File: config.mk
export PLATFORM = sky130hd
export DESIGN_NAME = mpfifo_top
export DESIGN_NICKNAME = d
export VERILOG_FILES = /design/src/mpfifo_pkg.sv /design/src/bank_fifo_if.sv /design/src/bank_fifo.sv /design/src/multi_port_fifo.sv /design/src/mpfifo_top.sv
export SDC_FILE = /design/constraint.sdc
export NUM_CORES = 1
export LEC_CHECK = 0
export BUFFER_PORTS_ARGS = -buffer_cell sky130_fd_sc_hd__buf_2
export CAP_MARGIN = 20
export CORE_MARGIN = 5
export CORE_UTILIZATION = 50
export CTS_CLUSTER_SIZE = 30
export DETAILED_ROUTE_END_ITERATION = 16
export PLACE_DENSITY = 0.77
export SLEW_MARGIN = 15
export SYNTH_ARGS = -nofsm -noshare
export SYNTH_HDL_FRONTEND = slang
export SYNTH_SLANG_ARGS = --single-unit
File: constraint.sdc
create_clock -name clk -period 4.09 [get_ports clk]
set_input_delay 0.409 -clock clk [delete_from_list [all_inputs] [get_ports clk]]
set_output_delay 0.409 -clock clk [all_outputs]
set_load 0.005 [all_outputs]
File: src/mpfifo_pkg.sv
/*
  Shared sizes and types for the multi-lane FIFO.
  Lane counts, bank count and depths are fixed here and used by every RTL file
  through scoped names.
*/

package mpfifo_pkg;

  // ==================================================
  // Lane and storage sizes
  // ==================================================

  localparam int WR_LANES = 4;
  localparam int RD_LANES = 4;

  // One bank per lane on the wider side
  localparam int BANKS = (WR_LANES > RD_LANES) ? WR_LANES : RD_LANES;

  // Total entries, must be a multiple of BANKS
  localparam int FIFO_DEPTH = 16;
  localparam int BANK_DEPTH = FIFO_DEPTH / BANKS;

  localparam int DATA_W = 32;

  // Derived widths
  localparam int BANK_IDX_W  = $clog2(BANKS);
  localparam int LANE_CNT_W  = $clog2(BANKS) + 1;
  localparam int BANK_ADDR_W = $clog2(BANK_DEPTH);

  // ==================================================
  // Vector types
  // ==================================================

  // One payload word
  typedef logic [DATA_W-1:0] data_t;

  // Bank or lane number, wraps modulo BANKS
  typedef logic [BANK_IDX_W-1:0] bank_idx_t;

  // Number of enabled lanes, 0 up to BANKS
  typedef logic [LANE_CNT_W-1:0] lane_cnt_t;

  // Slot address inside one bank
  typedef logic [BANK_ADDR_W-1:0] bank_addr_t;

endpackage

File: src/bank_fifo_if.sv
`timescale 1ns/10ps

/*
  Connection between the lane steering logic and one storage bank.
  The steering side pushes and pops, the bank side reports its head word
  and its empty and full state.
*/

interface bank_fifo_if;

  logic              push;
  logic              pop;
  mpfifo_pkg::data_t wdata;
  mpfifo_pkg::data_t rdata;
  logic              empty;
  logic              full;

  // Steering block side
  modport steer (
    output push, pop, wdata,
    input  rdata, empty, full
  );

  // Storage bank side
  modport bank (
    input  push, pop, wdata,
    output rdata, empty, full
  );

endinterface

File: src/bank_fifo.sv
`timescale 1ns/10ps

/*
  One storage bank of the multi-lane FIFO.
  Small synchronous FIFO whose oldest word is always shown on rdata,
  so the steering block can read it without popping first.
*/

module bank_fifo (
  input logic        clk,
  input logic        arst_n_i,
  input logic        flush_i,
  bank_fifo_if.bank  bank
);

  mpfifo_pkg::data_t    mem [mpfifo_pkg::BANK_DEPTH];

  mpfifo_pkg::bank_addr_t wr_addr;
  mpfifo_pkg::bank_addr_t rd_addr;
  logic                   wr_wrap;
  logic                   rd_wrap;

  logic do_push;
  logic do_pop;

  // ==================================================
  // Status and head word
  // ==================================================

  // Same slot, the wrap flags tell empty from full
  assign bank.empty = (wr_addr == rd_addr) && (wr_wrap == rd_wrap);
  assign bank.full  = (wr_addr == rd_addr) && (wr_wrap != rd_wrap);
  assign bank.rdata = mem[rd_addr];

  // Requests against a full or empty bank are dropped
  assign do_push = bank.push & ~bank.full & ~flush_i;
  assign do_pop  = bank.pop & ~bank.empty & ~flush_i;

  // ==================================================
  // Storage and pointers
  // ==================================================

  always_ff @(posedge clk) begin
    if (do_push) begin
      mem[wr_addr] <= bank.wdata;
    end
  end

  always_ff @(posedge clk or negedge arst_n_i) begin
    if (!arst_n_i) begin
      wr_addr <= '0;
      wr_wrap <= 1'b0;
    end else if (flush_i) begin
      wr_addr <= '0;
      wr_wrap <= 1'b0;
    end else if (do_push) begin
      if (wr_addr == mpfifo_pkg::bank_addr_t'(mpfifo_pkg::BANK_DEPTH - 1)) begin
        wr_addr <= '0;
        wr_wrap <= ~wr_wrap;
      end else begin
        wr_addr <= wr_addr + 1'b1;
      end
    end
  end

  // Head advances at the pop edge
  always_ff @(posedge clk or negedge arst_n_i) begin
    if (!arst_n_i) begin
      rd_addr <= '0;
      rd_wrap <= 1'b0;
    end else if (flush_i) begin
      rd_addr <= '0;
      rd_wrap <= 1'b0;
    end else if (do_pop) begin
      if (rd_addr == mpfifo_pkg::bank_addr_t'(mpfifo_pkg::BANK_DEPTH - 1)) begin
        rd_addr <= '0;
        rd_wrap <= ~rd_wrap;
      end else begin
        rd_addr <= rd_addr + 1'b1;
      end
    end
  end

endmodule

File: src/multi_port_fifo.sv
`timescale 1ns/10ps

/*
  Lane steering for the multi-lane FIFO.
  Deals accepted words round-robin over the banks and gathers the oldest
  unread words back onto the read lanes. Enabled write lanes and ready
  read lanes must each form a run starting at lane 0.
*/

module multi_port_fifo (
  input  logic                                          clk,
  input  logic                                          arst_n_i,
  input  logic                                          flush_i,

  input  logic [mpfifo_pkg::WR_LANES-1:0]               write_valid_i,
  output logic                                          write_ready_o,
  input  mpfifo_pkg::data_t [mpfifo_pkg::WR_LANES-1:0]  write_data_i,

  output logic [mpfifo_pkg::RD_LANES-1:0]               read_valid_o,
  input  logic [mpfifo_pkg::RD_LANES-1:0]               read_ready_i,
  output mpfifo_pkg::data_t [mpfifo_pkg::RD_LANES-1:0]  read_data_o,

  bank_fifo_if.steer                                    banks [mpfifo_pkg::BANKS]
);

  mpfifo_pkg::lane_cnt_t wr_cnt;
  mpfifo_pkg::lane_cnt_t rd_cnt;
  mpfifo_pkg::lane_cnt_t full_cnt;

  logic write_accept;
  logic read_accept;

  // Per bank rotating indices
  mpfifo_pkg::bank_idx_t [mpfifo_pkg::BANKS-1:0] wr_idx;
  mpfifo_pkg::bank_idx_t [mpfifo_pkg::BANKS-1:0] rd_idx;

  // Per read lane, the bank holding that lane's word
  mpfifo_pkg::bank_idx_t [mpfifo_pkg::RD_LANES-1:0] out_idx;

  // Bank status gathered from the interfaces
  logic [mpfifo_pkg::BANKS-1:0]                  bank_full;
  logic [mpfifo_pkg::BANKS-1:0]                  bank_empty;
  mpfifo_pkg::data_t [mpfifo_pkg::BANKS-1:0]     bank_rdata;

  // ==================================================
  // Lane counts and write acceptance
  // ==================================================

  always_comb begin
    wr_cnt = '0;
    for (int i = 0; i < mpfifo_pkg::WR_LANES; i++) begin
      wr_cnt = wr_cnt + mpfifo_pkg::lane_cnt_t'(write_valid_i[i]);
    end

    rd_cnt = '0;
    for (int i = 0; i < mpfifo_pkg::RD_LANES; i++) begin
      rd_cnt = rd_cnt + mpfifo_pkg::lane_cnt_t'(read_ready_i[i]);
    end

    full_cnt = '0;
    for (int i = 0; i < mpfifo_pkg::BANKS; i++) begin
      full_cnt = full_cnt + mpfifo_pkg::lane_cnt_t'(bank_full[i]);
    end
  end

  // Room for a full-width write needs enough non-full banks
  assign write_ready_o = full_cnt <=
                         mpfifo_pkg::lane_cnt_t'(mpfifo_pkg::BANKS - mpfifo_pkg::WR_LANES);

  assign write_accept = write_ready_o && (wr_cnt != '0);
  assign read_accept  = (rd_cnt != '0);

  // ==================================================
  // Bank side control
  // ==================================================

  for (genvar b = 0; b < mpfifo_pkg::BANKS; b++) begin : gen_bank_ctrl

    assign bank_full[b]  = banks[b].full;
    assign bank_empty[b] = banks[b].empty;
    assign bank_rdata[b] = banks[b].rdata;

    // Index below the count means this bank takes part this cycle
    assign banks[b].push  = write_ready_o &&
                            (mpfifo_pkg::lane_cnt_t'(wr_idx[b]) < wr_cnt);
    assign banks[b].pop   = mpfifo_pkg::lane_cnt_t'(rd_idx[b]) < rd_cnt;
    assign banks[b].wdata = write_data_i[wr_idx[b]];

    always_ff @(posedge clk or negedge arst_n_i) begin
      if (!arst_n_i) begin
        wr_idx[b] <= mpfifo_pkg::bank_idx_t'(b);
      end else if (flush_i) begin
        wr_idx[b] <= mpfifo_pkg::bank_idx_t'(b);
      end else if (write_accept) begin
        wr_idx[b] <= wr_idx[b] - mpfifo_pkg::bank_idx_t'(wr_cnt);
      end
    end

    always_ff @(posedge clk or negedge arst_n_i) begin
      if (!arst_n_i) begin
        rd_idx[b] <= mpfifo_pkg::bank_idx_t'(b);
      end else if (flush_i) begin
        rd_idx[b] <= mpfifo_pkg::bank_idx_t'(b);
      end else if (read_accept) begin
        rd_idx[b] <= rd_idx[b] - mpfifo_pkg::bank_idx_t'(rd_cnt);
      end
    end

  end

  // ==================================================
  // Read lane output
  // ==================================================

  for (genvar j = 0; j < mpfifo_pkg::RD_LANES; j++) begin : gen_read_lane

    // Lane j points at the bank of the j-th oldest word
    always_ff @(posedge clk or negedge arst_n_i) begin
      if (!arst_n_i) begin
        out_idx[j] <= mpfifo_pkg::bank_idx_t'(j);
      end else if (flush_i) begin
        out_idx[j] <= mpfifo_pkg::bank_idx_t'(j);
      end else if (read_accept) begin
        out_idx[j] <= out_idx[j] + mpfifo_pkg::bank_idx_t'(rd_cnt);
      end
    end

    assign read_data_o[j]  = bank_rdata[out_idx[j]];
    assign read_valid_o[j] = ~bank_empty[out_idx[j]];

  end

endmodule

File: src/mpfifo_top.sv
`timescale 1ns/10ps

/*
  Top level of the multi-lane FIFO with flat ports.
  Lane data is packed lane 0 in the low bits. Holds the steering block
  and one bank FIFO per bank.
*/

module mpfifo_top (
  input  logic                                              clk,
  input  logic                                              arst_n_i,
  input  logic                                              flush_i,

  input  logic [mpfifo_pkg::WR_LANES-1:0]                   write_valid_i,
  output logic                                              write_ready_o,
  input  logic [mpfifo_pkg::WR_LANES*mpfifo_pkg::DATA_W-1:0] write_data_i,

  output logic [mpfifo_pkg::RD_LANES-1:0]                   read_valid_o,
  input  logic [mpfifo_pkg::RD_LANES-1:0]                   read_ready_i,
  output logic [mpfifo_pkg::RD_LANES*mpfifo_pkg::DATA_W-1:0] read_data_o
);

  mpfifo_pkg::data_t [mpfifo_pkg::WR_LANES-1:0] wr_data;
  mpfifo_pkg::data_t [mpfifo_pkg::RD_LANES-1:0] rd_data;

  bank_fifo_if bank_if [mpfifo_pkg::BANKS] ();

  // Flat port vectors to lane words
  for (genvar l = 0; l < mpfifo_pkg::WR_LANES; l++) begin : gen_wr_unpack
    assign wr_data[l] = write_data_i[l*mpfifo_pkg::DATA_W +: mpfifo_pkg::DATA_W];
  end

  for (genvar l = 0; l < mpfifo_pkg::RD_LANES; l++) begin : gen_rd_pack
    assign read_data_o[l*mpfifo_pkg::DATA_W +: mpfifo_pkg::DATA_W] = rd_data[l];
  end

  multi_port_fifo i_steer (
    .clk           (clk),
    .arst_n_i      (arst_n_i),
    .flush_i       (flush_i),
    .write_valid_i (write_valid_i),
    .write_ready_o (write_ready_o),
    .write_data_i  (wr_data),
    .read_valid_o  (read_valid_o),
    .read_ready_i  (read_ready_i),
    .read_data_o   (rd_data),
    .banks         (bank_if)
  );

  for (genvar b = 0; b < mpfifo_pkg::BANKS; b++) begin : gen_bank
    bank_fifo i_bank (
      .clk      (clk),
      .arst_n_i (arst_n_i),
      .flush_i  (flush_i),
      .bank     (bank_if[b])
    );
  end

endmodule

### After elaboration in Yosys (flattened, before gate mapping)

Memories as Yosys holds them, arrays and structs flattened.
Index checks and enable logic that the tools add are counted.

| operators by class | value |
|---|---|
| add/subtract/negate cells | 29 |
| $lt $le $gt $ge | 17 |
| equal/unequal tests | 20 |
| mux-type cells | 104 |
| bitwise gates (word level) | 37 |
| reduce and logical (&&, ||, !) cells | 41 |

Operators with widths:

| cell | number |
|---|---|
| binary-select mux 32 bit (select 2 bit) | 8 |
| two-way mux 32 bit | 8 |
| two-way mux 2 bit | 48 |
| two-way mux 1 bit | 36 |
| nonzero test 2 bit | 18 |
| less-than comparator 2 x 3 -> 1 bit | 8 |
| less-than comparator 2 x 3 -> 1 bit (second input constant) | 8 |
| inverter 1 bit | 21 |
| adder 3 x 1 -> 3 bit | 6 |
| adder 2 x 1 -> 2 bit (second input constant) | 8 |
| bitwise AND 1 bit | 16 |
| equality test 2 bit (second input constant) | 8 |
| AND reduction 2 bit | 8 |
| subtractor 2 bit | 8 |
| logical AND 1 bit | 13 |
| adder 2 bit | 4 |
| binary-select mux 1 bit (select 2 bit) | 4 |
| equality test 2 bit | 4 |
| adder 1 x 1 -> 2 bit | 3 |
| nonzero test 3 bit | 2 |
| equality test 1 bit | 4 |
| != test 1 bit | 4 |
| <= comparator 3 x 1 -> 1 bit (second input constant) | 1 |

| storage, ports and cells | value |
|---|---|
| bits in registers | 48 |
| memory bits (writable) | 512 |
| input port bits | 139 |
| output and inout port bits | 133 |
| word-level logic and storage cells | 280 |
| memories | 4 |

Memories:

| memory | depth | width | read ports | clocked after memory_dff | wr ports | line | RTL |
|---|---|---|---|---|---|---|---|
| gen_bank[0].i_bank.mem | 4 | 32 | 1 | 0 | 1 | bank_fifo.sv:16 | `mpfifo_pkg::data_t mem [mpfifo_pkg::BANK_DEPTH];` |
| gen_bank[1].i_bank.mem | 4 | 32 | 1 | 0 | 1 | bank_fifo.sv:16 |  |
| gen_bank[2].i_bank.mem | 4 | 32 | 1 | 0 | 1 | bank_fifo.sv:16 |  |
| gen_bank[3].i_bank.mem | 4 | 32 | 1 | 0 | 1 | bank_fifo.sv:16 |  |

### Longest topological paths before layout

| logic depth | value |
|---|---|
| word-level depth | 11 |
| gate-level depth with buffers | 14 |
| depth with buffers taken out | 11 |

### Hierarchy

From an unflattened synthesis, not the netlist that was laid out.

| unflattened totals | value |
|---|---|
| cell total of the unflattened synthesis | 1442 |
| area, all modules | 28469.8 µm² |

By module, submodules not included:

| module | times used | cells an instance | area an instance (µm²) | sequential area each (µm²) |
|---|---|---|---|---|
| bank_fifo (gen_bank[1].i_bank ...) | 2 | 233 | 5165.0 | 3993.8 |
| bank_fifo (gen_bank[0].i_bank ...) | 2 | 232 | 5149.9 | 3993.8 |
| multi_port_fifo | 1 | 512 | 7840.0 | 615.6 |

### Worst setup path after synthesis

Ideal clock, no wire load.

| timing path | value |
|---|---|
| path type | reg-to-reg |
| start | register gen_bank[0].i_bank.rd_addr[0] |
| end | memory gen_bank[1].i_bank.mem[3][0] (netlist bit) (enable) |
| setup time | 0.392 ns |
| arrival time | 3.708 ns |
| data required time | 3.698 ns |
| slack | -0.010 ns |
| cell stages (with the launch flop) | 14 |
| path buffers | 3 |
| clock period less this slack | 4.100 ns |
| cell sequence | dfrtp_1 > buf_6 > xnor2_1 > and3b_1 > buf_2 > ha_1 > fa_1 > ha_1 > or3_1 > buf_2 > clkinv_1 > nand2_1 > nor3_1 > and2_1 |

| on the way | value |
|---|---|
| cells in the longest elaborated chain, start to end | 11 |

RTL lines:

| item | line | RTL |
|---|---|---|
| from (decl) | bank_fifo.sv:19 | `mpfifo_pkg::bank_addr_t rd_addr;` |
| from (signal assigned) | bank_fifo.sv:79 | `rd_addr <= rd_addr + 1'b1;` |
| equality test 2 bit | bank_fifo.sv:32 | `assign bank.full = (wr_addr == rd_addr) && (wr_wrap != rd_wrap);` |
| logical AND 1 bit | bank_fifo.sv:32 |  |
| adder 1 x 1 -> 2 bit | multi_port_fifo.sv:62 | `full_cnt = full_cnt + mpfifo_pkg::lane_cnt_t'(bank_full[i]);` |
| adder 3 x 1 -> 3 bit (2 in series) | multi_port_fifo.sv:62 |  |
| <= comparator 3 x 1 -> 1 bit | multi_port_fifo.sv:67 | `assign write_ready_o = full_cnt <=` |
| via write_ready_o | mpfifo_top.sv:15 | `output logic write_ready_o,` |
| logical AND 1 bit | multi_port_fifo.sv:84 | `assign banks[b].push = write_ready_o &&` |
| bitwise AND 1 bit (2 in series) | bank_fifo.sv:36 | `assign do_push = bank.push & ~bank.full & ~flush_i;` |
| two-way mux 1 bit | bank_fifo.sv:44 | `if (do_push) begin` |
| two-way mux 1 bit (implied by the code) | bank_fifo.sv:45 | `mem[wr_addr] <= bank.wdata;` |
| to (decl) | bank_fifo.sv:16 |  |

The timed path passes the listed nets, and every way through them passes these cells.

### Final worst setup path

| timing path | value |
|---|---|
| start | register gen_bank[0].i_bank.wr_addr[0] |
| end | memory gen_bank[3].i_bank.mem[1][15] (netlist bit) (enable) |

| on the way | value |
|---|---|
| cells in the longest elaborated chain, start to end | 11 |

RTL lines:

| item | line | RTL |
|---|---|---|
| from (decl) | bank_fifo.sv:18 | `mpfifo_pkg::bank_addr_t wr_addr;` |
| from (signal assigned) | bank_fifo.sv:61 | `wr_addr <= wr_addr + 1'b1;` |
| equality test 2 bit | bank_fifo.sv:32 |  |
| logical AND 1 bit | bank_fifo.sv:32 |  |
| adder 1 x 1 -> 2 bit | multi_port_fifo.sv:62 |  |
| adder 3 x 1 -> 3 bit (2 in series) | multi_port_fifo.sv:62 |  |
| <= comparator 3 x 1 -> 1 bit | multi_port_fifo.sv:67 |  |
| logical AND 1 bit | multi_port_fifo.sv:84 |  |
| bitwise AND 1 bit (2 in series) | bank_fifo.sv:36 |  |
| two-way mux 1 bit | bank_fifo.sv:44 |  |
| two-way mux 1 bit (implied by the code) | bank_fifo.sv:45 |  |
| to (decl) | bank_fifo.sv:16 |  |

No other way between the ends.

==> metrics.csv <==
stage,metric,value,unit
layout,utilization,58.1,%
timing,hold_viol,0,
timing,finalMaxSlewViolations,0,
global_routing,grt_max_degree,49,
clock_network,postCtsSetupRepairBufs,0,
timing,rsz0062_at_grt,true,
clock_network,cts_buffers,54,
clock_network,htree_levels,2,
timing,clock.fmax,247,MHz
layout,drive_above_1_share,37.8,%
power_and_ir_drop,p_leak,11.3,nW
floorplanning,row_count,86,
timing,setup_ws,0.0395,ns
timing,setup_violations,0,
layout,layout.nets,2119,
routing,routed_wl,87.2,mm
layout,area_growth,15.3,%
floorplanning,start_util,50.4,%
clock_network,clk_latency,0.61,ns
synth,ys_seq_area_share,59.9,%
timing,slew_headroom,20.7,%
floorplanning,io_pins,272,
synth,synth_top_cell_by_area,edfxtp_1,
floorplanning,fp.dieW,245,µm
setup_path,cp.required,4.36,ns
job,maxCapViolCount,0,
floorplanning,die_h,245,µm
clock_network,cts_tree,built,
routing,drc,0,
setup_path,cp.arrival,4.32,ns
routing,ant_nets,0,
routing,via_per_inst,6.93,
synth,syn_avg_cell_area,16.5,µm²
synth,syn-num-nets,1863,
timing,hold_ws,0.283,ns
timing,tightest_slew,1.19,ns
synth,ys_seq_elements,560,
place,place_congestion,0.872,
timing,fin_crit,4.05,ns
routing,first_iter_violations,2908,
global_routing,grt_pass1_wl,126,mm
worst_hold_path,min_path_type,input pin to flip-flop,
timing,fin_crit_sh,99.0,%
synth,synth_cells,1675,
synth,synth.distinct_cells,45,
layout,final_cell_area,32000,µm²
layout,fillers,3994,
place,hpwl,59.9,mm
synth,yosysWarnings,0,
setup_path,critical_path.max_fanout,17,
setup_path,crit_path_start_kind,flip-flop,
routing,post_drt_wl_per_cell,32.0,µm
floorplanning,die_area,60300,µm²
routing,vias,18902,
timing,fin_setup_tns,0,ns
clock_network,cts_root_buffer,clkbuf_16,
global_routing,first_global_vias,18863,
setup_path,cp-end-kind,flip-flop,
synth,synth_area,27700,µm²
synth,ys_top_cells_by_area,"edfxtp_1, mux4_2, a22oi_1",
clock_network,clockBufferDepth,3,
floorplanning,coreArea,55000,µm²
place,detailed_place.area,30200,µm²
timing,finClkSkew,0.0188,ns
power_and_ir_drop,peakVddDrop,410,µV
global_routing,grt_overflow_total,0,
routing,dr.pass1.iters,7,
place,pre_cts_slack,0.162,ns
outcome,outcome,"finished, final reports clean",
clock_network,clock_sinks,560,
place,port_buffers,271,
power_and_ir_drop,p_per_area,817,nW/µm²
synth,synth_top_cell_area_share,55.5,%
global_routing,grt_usage,28.5,%
global_routing,antenna_found_initial,1,
clock_network,cts.clk_slew.worst_paths,0.06,ns
setup_path,r2r_slack,0.04,ns
setup_path,path_class,flip-flop to flip-flop,
layout make-up:
class,count,area (µm²),share of cell area (%)
Sequential cell,560,16600,51.9
Antenna cell,6,15.0,0.0470
Clock buffer,62,1380,4.32
Multi-Input combinational cell,934,10500,32.8
Inverter,42,158,0.493
Clock inverter,38,363,1.14
Timing Repair Buffer,339,2020,6.31
Tap cell,748,936,2.93
logic make-up (layout without fill, tap and decap cells):
family,Yosys count,after routing,synth area share [%]
other,0,6,0
xor gates and xnor gates,26,26,0.821
AOI/OAI and AO/OA,315,315,8.20
buffers and inverters,181,481,2.72
and+or+nand+nor,269,269,4.41
adders and majority gates,49,49,2.29
DFF,560,560,59.9
muxes,275,275,21.7
cells in the mapped netlist, drive strengths merged:
cell type,number
nand3,7
buf,42
xor2,10
edfxtp,512
nor2,26
a21oi,24
fa,3
a22oi,256
nand2,162
nor3,10
and3b,3
xnor2,16
dfrtp,36
nor4b,1
o211ai,3
mux4,260
and2,20
o311ai,1
mux2,7
or4,9
o21ai,12
nand4,2
or3,3
clkinv,1
or2,1
nor2b,13
nand2b,7
ha,46
or4b,1
and3,3
nand3b,1
o21bai,1
a31oi,4
clkbuf,97
o21ba,1
inv,41
mux2i,8
dfstp,12
o31ai,13
worst paths after layout:
| check | startpoint | end | cells past startpoint |
|---|---|---|---|
| setup / recovery | gen_bank[0].i_bank.wr_addr[0]$_DFFE_PN0P_ | gen_bank[3].i_bank.mem[1][15]$_DFFE_PP_ | 11 |
| hold / removal | write_data_i[88] | gen_bank[3].i_bank.mem[0][24]$_DFFE_PP_ | 2 |
| setup reg to reg | gen_bank[0].i_bank.wr_addr[0]$_DFFE_PN0P_ | gen_bank[3].i_bank.mem[1][15]$_DFFE_PP_ | 11 |
| hold reg to reg | i_steer.rd_idx[1]$_DFFE_PN0P_ | i_steer.rd_idx[1]$_DFFE_PN0P_ | 2 |
| max in group asynchronous | arst_n_i | gen_bank[1].i_bank.rd_addr[1]$_DFFE_PN0P_ | 3 |
| min in group asynchronous | arst_n_i | i_steer.rd_idx[4]$_DFFE_PN0P_ | 3 |
critical path: stages, from the launching register on:
cell and delay (ns):
dfrtp_1 0.43, xnor2_1 0.28, and3b_1 0.30, ha_1 0.27, fa_1 0.37, ha_1 0.29
or3_1 0.49, clkinv_1 0.10, nand2_1 0.11, nor3_1 0.51, and2_2 0.27, buf_4 0.29
routing by layer:
layer	share of wire [%]	vias up	global-route usage, %	routed length, µm
met5	0	-	0	0
met4	5.1	0	11.9	4480
met3	14	344	7.30	11900
met2	46	1617	44.7	40500
met1	35	9499	38.6	30400
li1	-	7442	-	-
metrics by stage:
stage / instances / total power, W
6_report: 2729 / 0.0261
5_1_grt: 2723 / 0.0271
4_1_cts: 2722 / 0.0259
3_5_place_dp: 2621 / 0.0209
3_3_place_gp: 2616 / 0.0204
2_1_floorplan: 1675 / 0.0157
report_power, final:
group	total (W)	switching (W)	internal, W
sequential	0.00858	0.000467	0.00812
combinational	0.0125	0.00771	0.00484
clock	0.00497	0.00216	0.00281
total	0.0261	0.0103	0.0158
repair_timing:
action                     CTS  global route
setup endpoints to repair    0            49
hold buffers                 1             0
hold endpoints to repair    36             0
gates resized for setup      0             0
layout by cell type (no fill, tap or decap), drive strengths merged, types with 9 or more instances in the layout:
| cell | Yosys | routed |
|---|---|---|
| inv | 41 | 42 |
| mux4 | 260 | 260 |
| nor3 | 10 | 10 |
| buf | 42 | 337 |
| nor2b | 13 | 13 |
| clkinv | 1 | 29 |
| o31ai | 13 | 13 |
| nor2 | 26 | 26 |
| a21oi | 24 | 24 |
| edfxtp | 512 | 512 |
| nand2 | 162 | 162 |
| clkbuf | 97 | 63 |
| o21ai | 12 | 12 |
| xnor2 | 16 | 16 |
| ha | 46 | 46 |
| a22oi | 256 | 256 |
| dfrtp | 36 | 36 |
| dfstp | 12 | 12 |
| xor2 | 10 | 10 |
| or4 | 9 | 9 |
| and2 | 20 | 20 |
flip-flops by register name (all words and copies together) (netlist names):
| register | cells |
|---|---|
| gen_bank.i_bank.rd_addr | 8 |
| i_steer.wr_idx | 8 |
| gen_bank.i_bank.wr_addr | 8 |
| gen_bank.i_bank.wr_wrap | 4 |
| i_steer.rd_idx | 8 |
| gen_bank.i_bank.rd_wrap | 4 |
| gen_bank.i_bank.mem | 512 |
| i_steer.out_idx | 8 |
Note: power is estimated with default switching activity, not from simulation.
